--- config.mk ---
export PLATFORM = sky130hd
export DESIGN_NAME = dnn_accelerator
export DESIGN_NICKNAME = d
export VERILOG_FILES = /design/src/verilog/dnn_accel_pkg.sv /design/src/verilog/dot_product_pipe.sv /design/src/verilog/buffer_sequencer.sv /design/src/verilog/dnn_accelerator.sv
export VERILOG_INCLUDE_DIRS = /design/src /design/src/verilog
export SDC_FILE = /design/constraint.sdc
export NUM_CORES = 2
export LEC_CHECK = 0
export BUFFER_PORTS_ARGS = -buffer_cell sky130_fd_sc_hd__buf_2
export CAP_MARGIN = 15
export CORE_ASPECT_RATIO = 0.7
export CORE_MARGIN = 2
export CORE_UTILIZATION = 69
export DETAILED_ROUTE_END_ITERATION = 16
export PLACE_DENSITY = 0.87
export SLEW_MARGIN = 10
export SYNTH_ARGS = -nofsm -noshare
export SYNTH_HDL_FRONTEND = slang
export SYNTH_SLANG_ARGS = --single-unit
--- constraint.sdc ---
create_clock -name clk -period 12.9 [get_ports clk]
set_clock_uncertainty 0.15 [all_clocks]
set_input_delay 0 -clock clk [delete_from_list [all_inputs] [get_ports clk]]
set_output_delay 0 -clock clk [all_outputs]
set_load 0.01 [all_outputs]
--- src/verilog/dnn_accel_defines.svh ---
// ======================================================================
// Fixed widths for the dot-product accelerator number format
// Operands are unsigned, four lanes, results never overflow 34 bits
// Buffer depth and counter widths must be changed together
// ======================================================================
`ifndef DNN_ACCEL_DEFINES_SVH
`define DNN_ACCEL_DEFINES_SVH

// Operand and lane count
`define DNN_ELEM_W      16
`define DNN_LANES       4

// Product and sum widths, one extra bit per adder level
`define DNN_PROD_W      32
`define DNN_PSUM_W      33
`define DNN_DOT_W       34

// Result buffer geometry
`define DNN_BUF_DEPTH   64
`define DNN_ADDR_W      6
// Wide enough to hold the full count of 64
`define DNN_CNT_W       7

`endif

--- src/verilog/dnn_accel_pkg.sv ---
// ======================================================================
// Shared types for the dot-product accelerator
// Widths come from the defines header, so both must stay in step
// ======================================================================
`include "dnn_accel_defines.svh"

package dnn_accel_pkg;

    // Datapath words
    typedef logic [`DNN_ELEM_W-1:0] elem_t;
    typedef logic [`DNN_PROD_W-1:0] prod_t;
    typedef logic [`DNN_PSUM_W-1:0] psum_t;
    typedef logic [`DNN_DOT_W-1:0]  dot_t;

    // Result buffer addressing and counting
    typedef logic [`DNN_ADDR_W-1:0] buf_addr_t;
    typedef logic [`DNN_CNT_W-1:0]  buf_count_t;

    // Result buffer sequence
    typedef enum logic [1:0] {
        BUF_IDLE    = 2'b00,
        BUF_WRITING = 2'b01,
        BUF_FULL    = 2'b10,
        BUF_READING = 2'b11
    } buf_state_t;

endpackage

--- src/verilog/dot_product_pipe.sv ---
// ======================================================================
// Four-lane unsigned dot product, fixed 7-cycle latency
// One operation per cycle, no stall, dot_valid follows each mac_take
// Payload registers carry no reset, only the valid chain is cleared
// ======================================================================
`timescale 1ns/1ps
`include "dnn_accel_defines.svh"

module dot_product_pipe
    import dnn_accel_pkg::*;
(
    input  logic  clk,
    input  logic  rst_n,
    input  logic  mac_take,
    input  elem_t a0,
    input  elem_t a1,
    input  elem_t a2,
    input  elem_t a3,
    input  elem_t b0,
    input  elem_t b1,
    input  elem_t b2,
    input  elem_t b3,
    output logic  dot_valid,
    output dot_t  dot_result
);

    // Multiplier is split on the B operand into two half-width rows
    localparam int HALF_W = `DNN_ELEM_W / 2;
    localparam int PP_W   = `DNN_ELEM_W + HALF_W;

    // ==================================================================
    // Stage 1: input register
    // ==================================================================
    elem_t a_q [`DNN_LANES];
    elem_t b_q [`DNN_LANES];
    logic  in_v;

    always_ff @(posedge clk) begin
        if (mac_take) begin
            a_q[0] <= a0;
            a_q[1] <= a1;
            a_q[2] <= a2;
            a_q[3] <= a3;
            b_q[0] <= b0;
            b_q[1] <= b1;
            b_q[2] <= b2;
            b_q[3] <= b3;
        end
    end

    // ==================================================================
    // Stages 2-4: lane multipliers and product capture
    // ==================================================================
    logic [PP_W-1:0] pp_lo [`DNN_LANES];
    logic [PP_W-1:0] pp_hi [`DNN_LANES];
    prod_t           mul_q [`DNN_LANES];
    prod_t           prod_q [`DNN_LANES];
    logic            pp_v;
    logic            mul_v;
    logic            prod_v;

    always_ff @(posedge clk) begin
        for (int i = 0; i < `DNN_LANES; i++) begin
            // Partial product rows for the low and high halves of B
            if (in_v) begin
                pp_lo[i] <= a_q[i] * b_q[i][HALF_W-1:0];
                pp_hi[i] <= a_q[i] * b_q[i][`DNN_ELEM_W-1:HALF_W];
            end
            // Recombine rows, high row weighted by 2^HALF_W
            if (pp_v) begin
                mul_q[i] <= {pp_hi[i], {HALF_W{1'b0}}} + {{HALF_W{1'b0}}, pp_lo[i]};
            end
            // Product capture ahead of the adder tree
            if (mul_v) begin
                prod_q[i] <= mul_q[i];
            end
        end
    end

    // ==================================================================
    // Stages 5-7: two-level adder tree
    // ==================================================================
    psum_t psum01;
    psum_t psum23;
    psum_t psum01_q;
    psum_t psum23_q;
    dot_t  dot_q;
    logic  psum_v;
    logic  psum_q_v;
    logic  dot_v;

    always_ff @(posedge clk) begin
        // First level, each sum one bit wider than a product
        if (prod_v) begin
            psum01 <= {1'b0, prod_q[0]} + {1'b0, prod_q[1]};
            psum23 <= {1'b0, prod_q[2]} + {1'b0, prod_q[3]};
        end
        // Timing register between the levels
        if (psum_v) begin
            psum01_q <= psum01;
            psum23_q <= psum23;
        end
        // Final level keeps the last carry
        if (psum_q_v) begin
            dot_q <= {1'b0, psum01_q} + {1'b0, psum23_q};
        end
    end

    // Valid chain, one bit per stage so several operations overlap
    always_ff @(posedge clk or negedge rst_n) begin
        if (!rst_n) begin
            in_v     <= 1'b0;
            pp_v     <= 1'b0;
            mul_v    <= 1'b0;
            prod_v   <= 1'b0;
            psum_v   <= 1'b0;
            psum_q_v <= 1'b0;
            dot_v    <= 1'b0;
        end else begin
            in_v     <= mac_take;
            pp_v     <= in_v;
            mul_v    <= pp_v;
            prod_v   <= mul_v;
            psum_v   <= prod_v;
            psum_q_v <= psum_v;
            dot_v    <= psum_q_v;
        end
    end

    assign dot_valid  = dot_v;
    assign dot_result = dot_q;

endmodule

--- src/verilog/buffer_sequencer.sv ---
// ======================================================================
// Result buffer sequencer: idle, writing, full, reading
// A batch is exactly 64 accepted operations, extra EN_mac is dropped
// Read burst is 64 back-to-back cycles, memory latency assumed 1 cycle
// ======================================================================
`timescale 1ns/1ps
`include "dnn_accel_defines.svh"

module buffer_sequencer
    import dnn_accel_pkg::*;
(
    input  logic      clk,
    input  logic      rst_n,
    input  logic      en_mac,
    input  logic      en_block_read,
    input  logic      dot_valid,
    input  dot_t      dot_result,
    input  dot_t      read_mem_val,
    output logic      rdy_mac,
    output logic      mac_take,
    output logic      rdy_block_read,
    output logic      en_write_mem,
    output buf_addr_t write_mem_addr,
    output dot_t      write_mem_val,
    output logic      en_read_mem,
    output buf_addr_t read_mem_addr,
    output logic      valid_mem_val,
    output dot_t      mem_val_data
);

    localparam buf_count_t BATCH_SIZE = buf_count_t'(`DNN_BUF_DEPTH);
    localparam buf_count_t LAST_WRITE = buf_count_t'(`DNN_BUF_DEPTH - 1);
    localparam buf_addr_t  LAST_READ  = buf_addr_t'(`DNN_BUF_DEPTH - 1);

    buf_state_t state;
    buf_state_t state_nxt;
    buf_count_t accept_cnt;
    buf_count_t write_cnt;
    buf_addr_t  read_cnt;

    // ==================================================================
    // Accept side
    // ==================================================================
    // Ready until the batch has 64 operations in flight or written
    assign rdy_mac  = ((state == BUF_IDLE) || (state == BUF_WRITING)) &&
                      (accept_cnt < BATCH_SIZE);
    assign mac_take = en_mac && rdy_mac;

    always_ff @(posedge clk or negedge rst_n) begin
        if (!rst_n) begin
            accept_cnt <= '0;
        end else if (state == BUF_READING) begin
            // Batch is drained, next one starts from zero
            accept_cnt <= '0;
        end else if (mac_take) begin
            accept_cnt <= accept_cnt + 1'b1;
        end
    end

    // ==================================================================
    // Buffer state machine
    // ==================================================================
    always_comb begin
        state_nxt = state;
        case (state)
            BUF_IDLE: begin
                if (mac_take) begin
                    state_nxt = BUF_WRITING;
                end
            end
            BUF_WRITING: begin
                // Full right after the 64th real write
                if (en_write_mem && (write_cnt == LAST_WRITE)) begin
                    state_nxt = BUF_FULL;
                end
            end
            BUF_FULL: begin
                if (en_block_read) begin
                    state_nxt = BUF_READING;
                end
            end
            BUF_READING: begin
                if (read_cnt == LAST_READ) begin
                    state_nxt = BUF_IDLE;
                end
            end
            default: begin
                state_nxt = BUF_IDLE;
            end
        endcase
    end

    always_ff @(posedge clk or negedge rst_n) begin
        if (!rst_n) begin
            state <= BUF_IDLE;
        end else begin
            state <= state_nxt;
        end
    end

    assign rdy_block_read = (state == BUF_FULL);

    // ==================================================================
    // Write side
    // ==================================================================
    // Results only land in the writing state, in arrival order
    assign en_write_mem   = dot_valid && (state == BUF_WRITING);
    assign write_mem_addr = write_cnt[`DNN_ADDR_W-1:0];
    assign write_mem_val  = dot_result;

    always_ff @(posedge clk or negedge rst_n) begin
        if (!rst_n) begin
            write_cnt <= '0;
        end else if (state == BUF_READING) begin
            write_cnt <= '0;
        end else if (en_write_mem) begin
            write_cnt <= write_cnt + 1'b1;
        end
    end

    // ==================================================================
    // Read side
    // ==================================================================
    // Every reading cycle issues one address, 0 to 63
    assign en_read_mem   = (state == BUF_READING);
    assign read_mem_addr = read_cnt;

    always_ff @(posedge clk or negedge rst_n) begin
        if (!rst_n) begin
            read_cnt <= '0;
        end else if (en_read_mem) begin
            // Wraps back to zero on the last address
            read_cnt <= read_cnt + 1'b1;
        end else begin
            read_cnt <= '0;
        end
    end

    // Valid lags the strobe by two: memory cycle plus output register
    logic rd_v;
    logic out_v;
    dot_t out_data;

    always_ff @(posedge clk or negedge rst_n) begin
        if (!rst_n) begin
            rd_v  <= 1'b0;
            out_v <= 1'b0;
        end else begin
            rd_v  <= en_read_mem;
            out_v <= rd_v;
        end
    end

    // Memory word is on read_mem_val while rd_v is high
    always_ff @(posedge clk) begin
        if (rd_v) begin
            out_data <= read_mem_val;
        end
    end

    assign valid_mem_val = out_v;
    assign mem_val_data  = out_data;

endmodule

--- src/verilog/dnn_accelerator.sv ---
// ======================================================================
// Dot-product accelerator top level
// Result memory is external: writes on en_write_mem, reads return
// read_mem_val one cycle after en_read_mem
// ======================================================================
`timescale 1ns/1ps

module dnn_accelerator
    import dnn_accel_pkg::*;
(
    input  logic      clk,
    input  logic      rst_n,
    // Operation input
    input  logic      en_mac,
    output logic      rdy_mac,
    input  elem_t     mac_vect_a0,
    input  elem_t     mac_vect_a1,
    input  elem_t     mac_vect_a2,
    input  elem_t     mac_vect_a3,
    input  elem_t     mac_vect_b0,
    input  elem_t     mac_vect_b1,
    input  elem_t     mac_vect_b2,
    input  elem_t     mac_vect_b3,
    // Result memory write port
    output logic      en_write_mem,
    output buf_addr_t write_mem_addr,
    output dot_t      write_mem_val,
    // Block read control
    input  logic      en_block_read,
    output logic      rdy_block_read,
    // Result memory read port
    output logic      en_read_mem,
    output buf_addr_t read_mem_addr,
    input  dot_t      read_mem_val,
    // Read-back stream
    output logic      valid_mem_val,
    output dot_t      mem_val_data
);

    logic mac_take;
    logic dot_valid;
    dot_t dot_result;

    // Datapath, accepts whatever the sequencer lets through
    dot_product_pipe u_pipe (
        .clk        (clk),
        .rst_n      (rst_n),
        .mac_take   (mac_take),
        .a0         (mac_vect_a0),
        .a1         (mac_vect_a1),
        .a2         (mac_vect_a2),
        .a3         (mac_vect_a3),
        .b0         (mac_vect_b0),
        .b1         (mac_vect_b1),
        .b2         (mac_vect_b2),
        .b3         (mac_vect_b3),
        .dot_valid  (dot_valid),
        .dot_result (dot_result)
    );

    // Batch control and memory strobes
    buffer_sequencer u_seq (
        .clk            (clk),
        .rst_n          (rst_n),
        .en_mac         (en_mac),
        .en_block_read  (en_block_read),
        .dot_valid      (dot_valid),
        .dot_result     (dot_result),
        .read_mem_val   (read_mem_val),
        .rdy_mac        (rdy_mac),
        .mac_take       (mac_take),
        .rdy_block_read (rdy_block_read),
        .en_write_mem   (en_write_mem),
        .write_mem_addr (write_mem_addr),
        .write_mem_val  (write_mem_val),
        .en_read_mem    (en_read_mem),
        .read_mem_addr  (read_mem_addr),
        .valid_mem_val  (valid_mem_val),
        .mem_val_data   (mem_val_data)
    );

endmodule

## Word-level counts from Yosys, hierarchy flattened

Memory sizes are Yosys's and may differ from the RTL's.
Index checks and enable logic that the tools add are counted.
Widths: inputs -> output; s select.

- Equality and inequality tests: 9
- Multiply operators: 8
- Multiplexer cells: 18
- Order comparisons: 1
- Reduce and logical (&&, ||, !) cells: 9
- Add/subtract/negate cells: 10

Operators by type and width:

| cell | number |
|---|---|
| $mul 16x8->24 | 8 |
| $add 32x24->32 | 4 |
| $add 32x32->33 | 2 |
| $add 33x33->34 | 1 |
| $mux 7 | 4 |
| $add 7x1->7 const B | 2 |
| $mux 1 | 8 |
| $mux 2 | 4 |
| $ne 2x2->1 const B | 4 |
| $pmux 2 s4 | 1 |
| $eq 7x6->1 const B | 1 |
| $lt 7x7->1 const B | 1 |
| $add 6x1->6 const B | 1 |
| $eq 6x6->1 const B | 1 |
| $mux 6 | 1 |
| $eq 2x2->1 const B | 2 |
| $logic_and 1x1->1 | 4 |
| $reduce_and 4->1 | 1 |
| $reduce_bool 2->1 | 2 |
| $eq 2x1->1 const B | 1 |
| $logic_not 2->1 | 1 |
| $logic_or 1x1->1 | 1 |

- Output and inout bits: 85
- Memories: 6
- Flip-flop bits (word level): 231
- Bits in writable memories: 576
- Word-level logic and storage cells: 80

Memory list:

| memory | words | width | rd ports | clocked after Yosys merged registers in | wr ports | RTL line | RTL |
|---|---|---|---|---|---|---|---|
| u_pipe.mul_q | 4 | 32 | 4 | 0 | 4 | dot_product_pipe.sv:56 | `` prod_t mul_q [`DNN_LANES]; `` |
| u_pipe.prod_q | 4 | 32 | 4 | 0 | 4 | dot_product_pipe.sv:57 | `` prod_t prod_q [`DNN_LANES]; `` |
| u_pipe.pp_hi | 4 | 24 | 4 | 0 | 4 | dot_product_pipe.sv:55 | `` logic [PP_W-1:0] pp_hi [`DNN_LANES]; `` |
| u_pipe.pp_lo | 4 | 24 | 4 | 0 | 4 | dot_product_pipe.sv:54 | `` logic [PP_W-1:0] pp_lo [`DNN_LANES]; `` |
| u_pipe.a_q | 4 | 16 | 4 | 0 | 4 | dot_product_pipe.sv:34 | `` elem_t a_q [`DNN_LANES]; `` |
| u_pipe.b_q | 4 | 16 | 4 | 0 | 4 | dot_product_pipe.sv:35 | `` elem_t b_q [`DNN_LANES]; `` |

## Depth between registers and ports, before layout

- Depth in word-level cells: 6
- Depth in mapped cells: 20
- Depth with buffers taken out: 18

## Cells and area by module

From an unflattened synthesis, not the netlist that was laid out.

- Cell total of the unflattened synthesis: 5697
- Area total of the unflattened synthesis: 64411.8 µm²

Modules (own cells, without submodules):

| module | area each (µm²) | instances | cells an instance | sequential area each (µm²) |
|---|---|---|---|---|
| dot_product_pipe | 61885.6 | 1 | 5512 | 22456.5 |
| buffer_sequencer | 2526.2 | 1 | 185 | 1621.6 |

## Least setup slack after synthesis

No wires, ideal clock.

- Path type: reg2reg
- From: register u_seq.state[1]
- To: register u_seq.accept_cnt[5]
- Period minus slack after synthesis: 5.605 ns
- Stages on the path, launching flop included: 9
- Setup time: 0.132 ns
- Arrival time: 5.323 ns
- Slack: 7.295 ns
- Data required time: 12.618 ns
- Buffers on the path: 1
- Cell sequence: dfrtp_1 > nor2_1 > and2_1 > clkbuf_1 > and3_1 > and2_1 > nand3_1 > xor2_1 > nor2_1

- Cells in the longest elaborated chain, start to end: 5
- Elaborated cells between the ends (all ways): 8
- Classes of those cells: eq/ne: 2; mux: 1; reduce/logical: 5

RTL lines:

| item | RTL line | RTL |
|---|---|---|
| start: declaration | buffer_sequencer.sv:35 | `buf_state_t state;` |
| start signal: assignment | buffer_sequencer.sv:97 | `state <= state_nxt;` |
| $eq 2x1->1 or $logic_not 2->1 (tied branches) | buffer_sequencer.sv:45 | `assign rdy_mac = ((state == BUF_IDLE) \|\| (state == BUF_WRITING)) &&` |
| $logic_or 1x1->1 * | buffer_sequencer.sv:45 |  |
| $logic_and 1x1->1 * | buffer_sequencer.sv:45 |  |
| net rdy_mac | dnn_accelerator.sv:15 | `output logic rdy_mac,` |
| $logic_and 1x1->1 * | buffer_sequencer.sv:47 | `assign mac_take = en_mac && rdy_mac;` |
| net mac_take | dnn_accelerator.sv:40 | `logic mac_take;` |
| $reduce_bool 2->1 (no line) * | n/a |  |
| end signal: assignment | buffer_sequencer.sv:56 | `accept_cnt <= accept_cnt + 1'b1;` |
| end: declaration | buffer_sequencer.sv:37 | `buf_count_t accept_cnt;` |

The timed path passes the listed nets; every way through them passes the cells marked *.
A chain may end at the register's enable or synchronous reset.

==> results summary <==
The area growth from synthesis to layout is 12.7%. The iteration count of the initial detailed-routing pass came out at 6. The clock-pin slew reported for the worst setup and hold paths after clock tree synthesis came out at 0.07 ns.

The global-route wire length before repair came out at 251000 um. The number of DRC markers in iteration 0 came out at 4626. The die outline area came out at around 0.097 mm2. The leading cell type in the layout, fill and taps excluded is sky130_fd_sc_hd__and2_1. The initial antenna violation count is 5.

In this run the remaining antenna-violating nets after routing total 0. The number of nets produced by synthesis is around 7000. In the final timing run, aggregate negative setup slack is 0 ns. The number of sinks handled by clock tree synthesis came out at between 800 and 900. The cell area after synthesis is roughly 0.065 mm2.

The average detailed-routed wire length per instance is around 20 um. Setup repair after global routing left no endpoint under its margin. The number of global-route vias before repair is roughly 47000. The routability-driven placement congestion ratio came out at approximately 0.93. STA classifies the critical path startpoint as a register. TritonCTS built the clock tree. The post-route DRC violation count is 0. The kind of end point of the critical path is a register. The final period demand of the worst path is around 6.2 ns.

The count of buffers added by post-CTS timing repair for setup came out at 0. The worst min-delay path category is in -> async. The sum of overflow across all layers after global routing is 0. The maximum number of pins on one net before global-route repair is 83. For this run, the slowest stage of the critical path takes between 0.7 and 0.8 ns.

The estimated wirelength of the detail-placed design came out at ~110000 um. Derived from the worst setup path, the maximum achievable clock frequency is roughly 160 MHz. Global routing used between 30% and 40% of the available tracks. The post-synthesis area per instance is ~11 um2.

The pin slew with the least headroom to its limit is ~1.1 ns. Measured along the y axis, the die boundary spans between 200 and 300 um. The cell family contributing the most delay on the critical path is adder cells. Synthesis instantiated between 70 and 80 different standard cells from the library.

The start point of the critical path is u_pipe.b_q[3][2]. The routed layout has approximately 46000 vias. The count of maximum capacitance violations came out at 0. Dividing the final minimum period by the clock period gives about half.

The wire length after detailed routing is ~160000 um. The worst max-slew margin expressed relative to the limit came out at between 20% and 30%. The largest individual stage delay along the critical path comes from the cell sky130_fd_sc_hd__edfxtp_1.

The later pin in the worst-skew pair is clocked with a latency of 0.69 ns. Synthesis handed over a netlist of between 5000 and 6000 instances. Along the worst path, the maximum fanout reaches 16. The master cell of the clock root buffer is sky130_fd_sc_hd__clkbuf_16.

Leaving out fill and tap cells, the most frequent cells in the layout are sky130_fd_sc_hd__and2_1 (874), sky130_fd_sc_hd__inv_1 (857), sky130_fd_sc_hd__edfxtp_1 (776), sky130_fd_sc_hd__fa_1 (679), sky130_fd_sc_hd__ha_1 (520). Once the floorplan was initialized, standard cells occupied between 60% and 70% of the core. The yosys synthesis warning count came out at 0. The final number of hold-violating endpoints came out at 0. Data on the critical path arrives at its endpoint at approximately 6.5 ns.

The worst path required time came out at between 10 and 15 ns. Setup violations remaining at the end of the flow were counted as 0. The post-synthesis sequential area ratio is ~37%.

The number of clock buffers inserted by TritonCTS is between 70 and 80. The max-slew violation total from the final report is 0. The prevailing post-synth register cell is sky130_fd_sc_hd__edfxtp_1. In this run, synthesis inferred ~780 flip-flops with an integrated enable. The I/O pin count is around 250. No sink is reached through more buffers than the 3 on the longest clock path. The type of the setup path with the least slack is reg -> reg.

The number of buffers and inverters on the critical path came out at 3. The worst reg2reg path startpoint is u_pipe.b_q[3][2]. The core box area came out at 0.0940 mm2.

The number of cell rows came out at between 90 and 100. The proportion of synthesized flip-flops having asynchronous set or reset is 3.84%. The number of buffers added on ports is 250. The cell type with the highest occurrence count on the critical path is sky130_fd_sc_hd__fa_1.

The level count of the clock H-tree came out at 3. After the last flow step, the layout net total stands at 7700. The signal on the critical path passes through nand2_1 > fa_1 > fa_1 > inv_1 > fa_1 > inv_1 > fa_1 > inv_1 > ha_1 > or3_1 > a211oi_1 > o311ai_0 > a221oi_1 > o21bai_1 > a21oi_1 > xnor2_1.

The number of non-filler instances in the completed layout came out at roughly 7600. In this run, synthesis produced a sequential element count of ~810. The share of post-route cells with drive strength above 1 is ~6.6%. The die width came out at approximately 370 um. The run finished with clean final reports. The number of placed instances, taps included, is just over 7000.

The mean number of vias per cell is about 6.0.
[cell type report]
| type | instances | area, um2 |
|---|---|---|
| Inverter | 857 | 3220 |
| Clock buffer | 87 | 2010 |
| Multi-Input combinational cell | 4000 | 37400 |
| Sequential cell | 807 | 24100 |
| Clock inverter | 58 | 712 |
| Tap cell | 1248 | 1560 |
| Antenna cell | 2 | 5.00 |
| Timing Repair Buffer | 590 | 4640 |
| Fill cell | 5414 | 20300 |
[final timing paths]
path / endpoint / cells after the start / slack, ns
worst min register to register: u_pipe.prod_q[1][13] / 0 / 0.26
worst max register to register: u_pipe.pp_lo[3][20] / 16 / 6.70
worst max-delay path: u_pipe.pp_lo[3][20] / 16 / 6.70
worst min-delay path: u_seq.write_cnt[5] / 4 / 0.19
max in group asynchronous: u_pipe.prod_v / 4 / 12.22
min in group clk: u_seq.state[0] / 4 / 0.25
[sequential cells by signal, summed over array words and instances (netlist names), 34 cells and up]
signal and count:
u_pipe.mul_q 128, u_pipe.prod_q 128, u_pipe.pp_hi 96, u_pipe.pp_lo 96, u_pipe.a_q 64, u_pipe.b_q 64, u_pipe.dot_result 34, u_seq.mem_val_data 34
[kinds of logic (layout without fill, tap and decap cells)]
kind of cell,count (synthesis),count (layout),synth area share (%)
simple gates,1642,1642,13.8
fa+ha+maj,1199,1199,30.8
buf+inv,1025,1592,5.93
compound gates,829,829,8.27
flops,807,807,36.8
xor+xnor,325,325,4.36
mux,5,5,0.0785
other cells,0,2,0
[worst register-to-register path, delay by kind of cell (launching register included)]
family,cells,cell delay [ns]
DFF,1,0.73
buffers and inverters,3,0.19
AOI/OAI and AO/OA,5,1.94
adders and majority gates,5,2.34
and+or+nand+nor,2,0.54
xor gates and xnor gates,1,0.08
[cell usage after synthesis, types with 10 or more instances]
cell | count | share of area [%]
sky130_fd_sc_hd__nand2b_1 | 44 | 0.42
sky130_fd_sc_hd__nor2_1 | 183 | 1.1
sky130_fd_sc_hd__o21ai_0 | 145 | 1.1
sky130_fd_sc_hd__a211o_1 | 11 | 0.15
sky130_fd_sc_hd__o31ai_1 | 10 | 0.11
sky130_fd_sc_hd__a21oi_1 | 244 | 1.9
sky130_fd_sc_hd__a31oi_1 | 34 | 0.33
sky130_fd_sc_hd__nand3_1 | 56 | 0.43
sky130_fd_sc_hd__inv_1 | 857 | 4.9
sky130_fd_sc_hd__nand4_1 | 36 | 0.34
sky130_fd_sc_hd__o21bai_1 | 33 | 0.38
sky130_fd_sc_hd__nor2b_1 | 39 | 0.37
sky130_fd_sc_hd__dfrtp_1 | 31 | 1.2
sky130_fd_sc_hd__nor3_1 | 35 | 0.27
sky130_fd_sc_hd__edfxtp_1 | 776 | 36
sky130_fd_sc_hd__xnor2_1 | 234 | 3.1
sky130_fd_sc_hd__xor2_1 | 91 | 1.2
sky130_fd_sc_hd__and3_1 | 31 | 0.30
sky130_fd_sc_hd__o21a_1 | 48 | 0.55
sky130_fd_sc_hd__clkbuf_1 | 160 | 0.92
sky130_fd_sc_hd__and2_1 | 875 | 8.4
sky130_fd_sc_hd__ha_1 | 520 | 10
sky130_fd_sc_hd__or3_1 | 11 | 0.11
sky130_fd_sc_hd__a211oi_1 | 28 | 0.32
sky130_fd_sc_hd__a21o_1 | 150 | 1.7
sky130_fd_sc_hd__o211ai_1 | 24 | 0.28
sky130_fd_sc_hd__fa_1 | 679 | 21
sky130_fd_sc_hd__nand2_1 | 299 | 1.7
[layer usage]
layer,global-route usage (%),vias up,share of wire (%)
met1,46.9,22600,41
li1,-,20300,-
met3,6.33,382,10
met4,10.1,0,3.1
met5,0,-,0
met2,52.4,2464,46
[through the flow]
step	util, %	worst slack (ns)	hold WS [ns]	area (um2)
after detailed placement	71.9	6.88	-0.0598	67600
after global placement	71.9	7.02	-0.0714	67600
final	78.4	6.70	0.185	73600
after floorplan	-	7.30	-0.446	65400
after CTS	78.3	6.68	0.154	73600
after global routing	78.4	6.31	0.237	73600
[timing repair]
item / 4_1_cts / 5_1_grt
hold buffers: 329 / 0
endpoints found under the hold margin: 219 / 0
resized for setup: 0 / 0
Power is left out: the tool's default activity adds up to more than one toggle a clock period on the data nets, which glitch-free logic cannot reach.
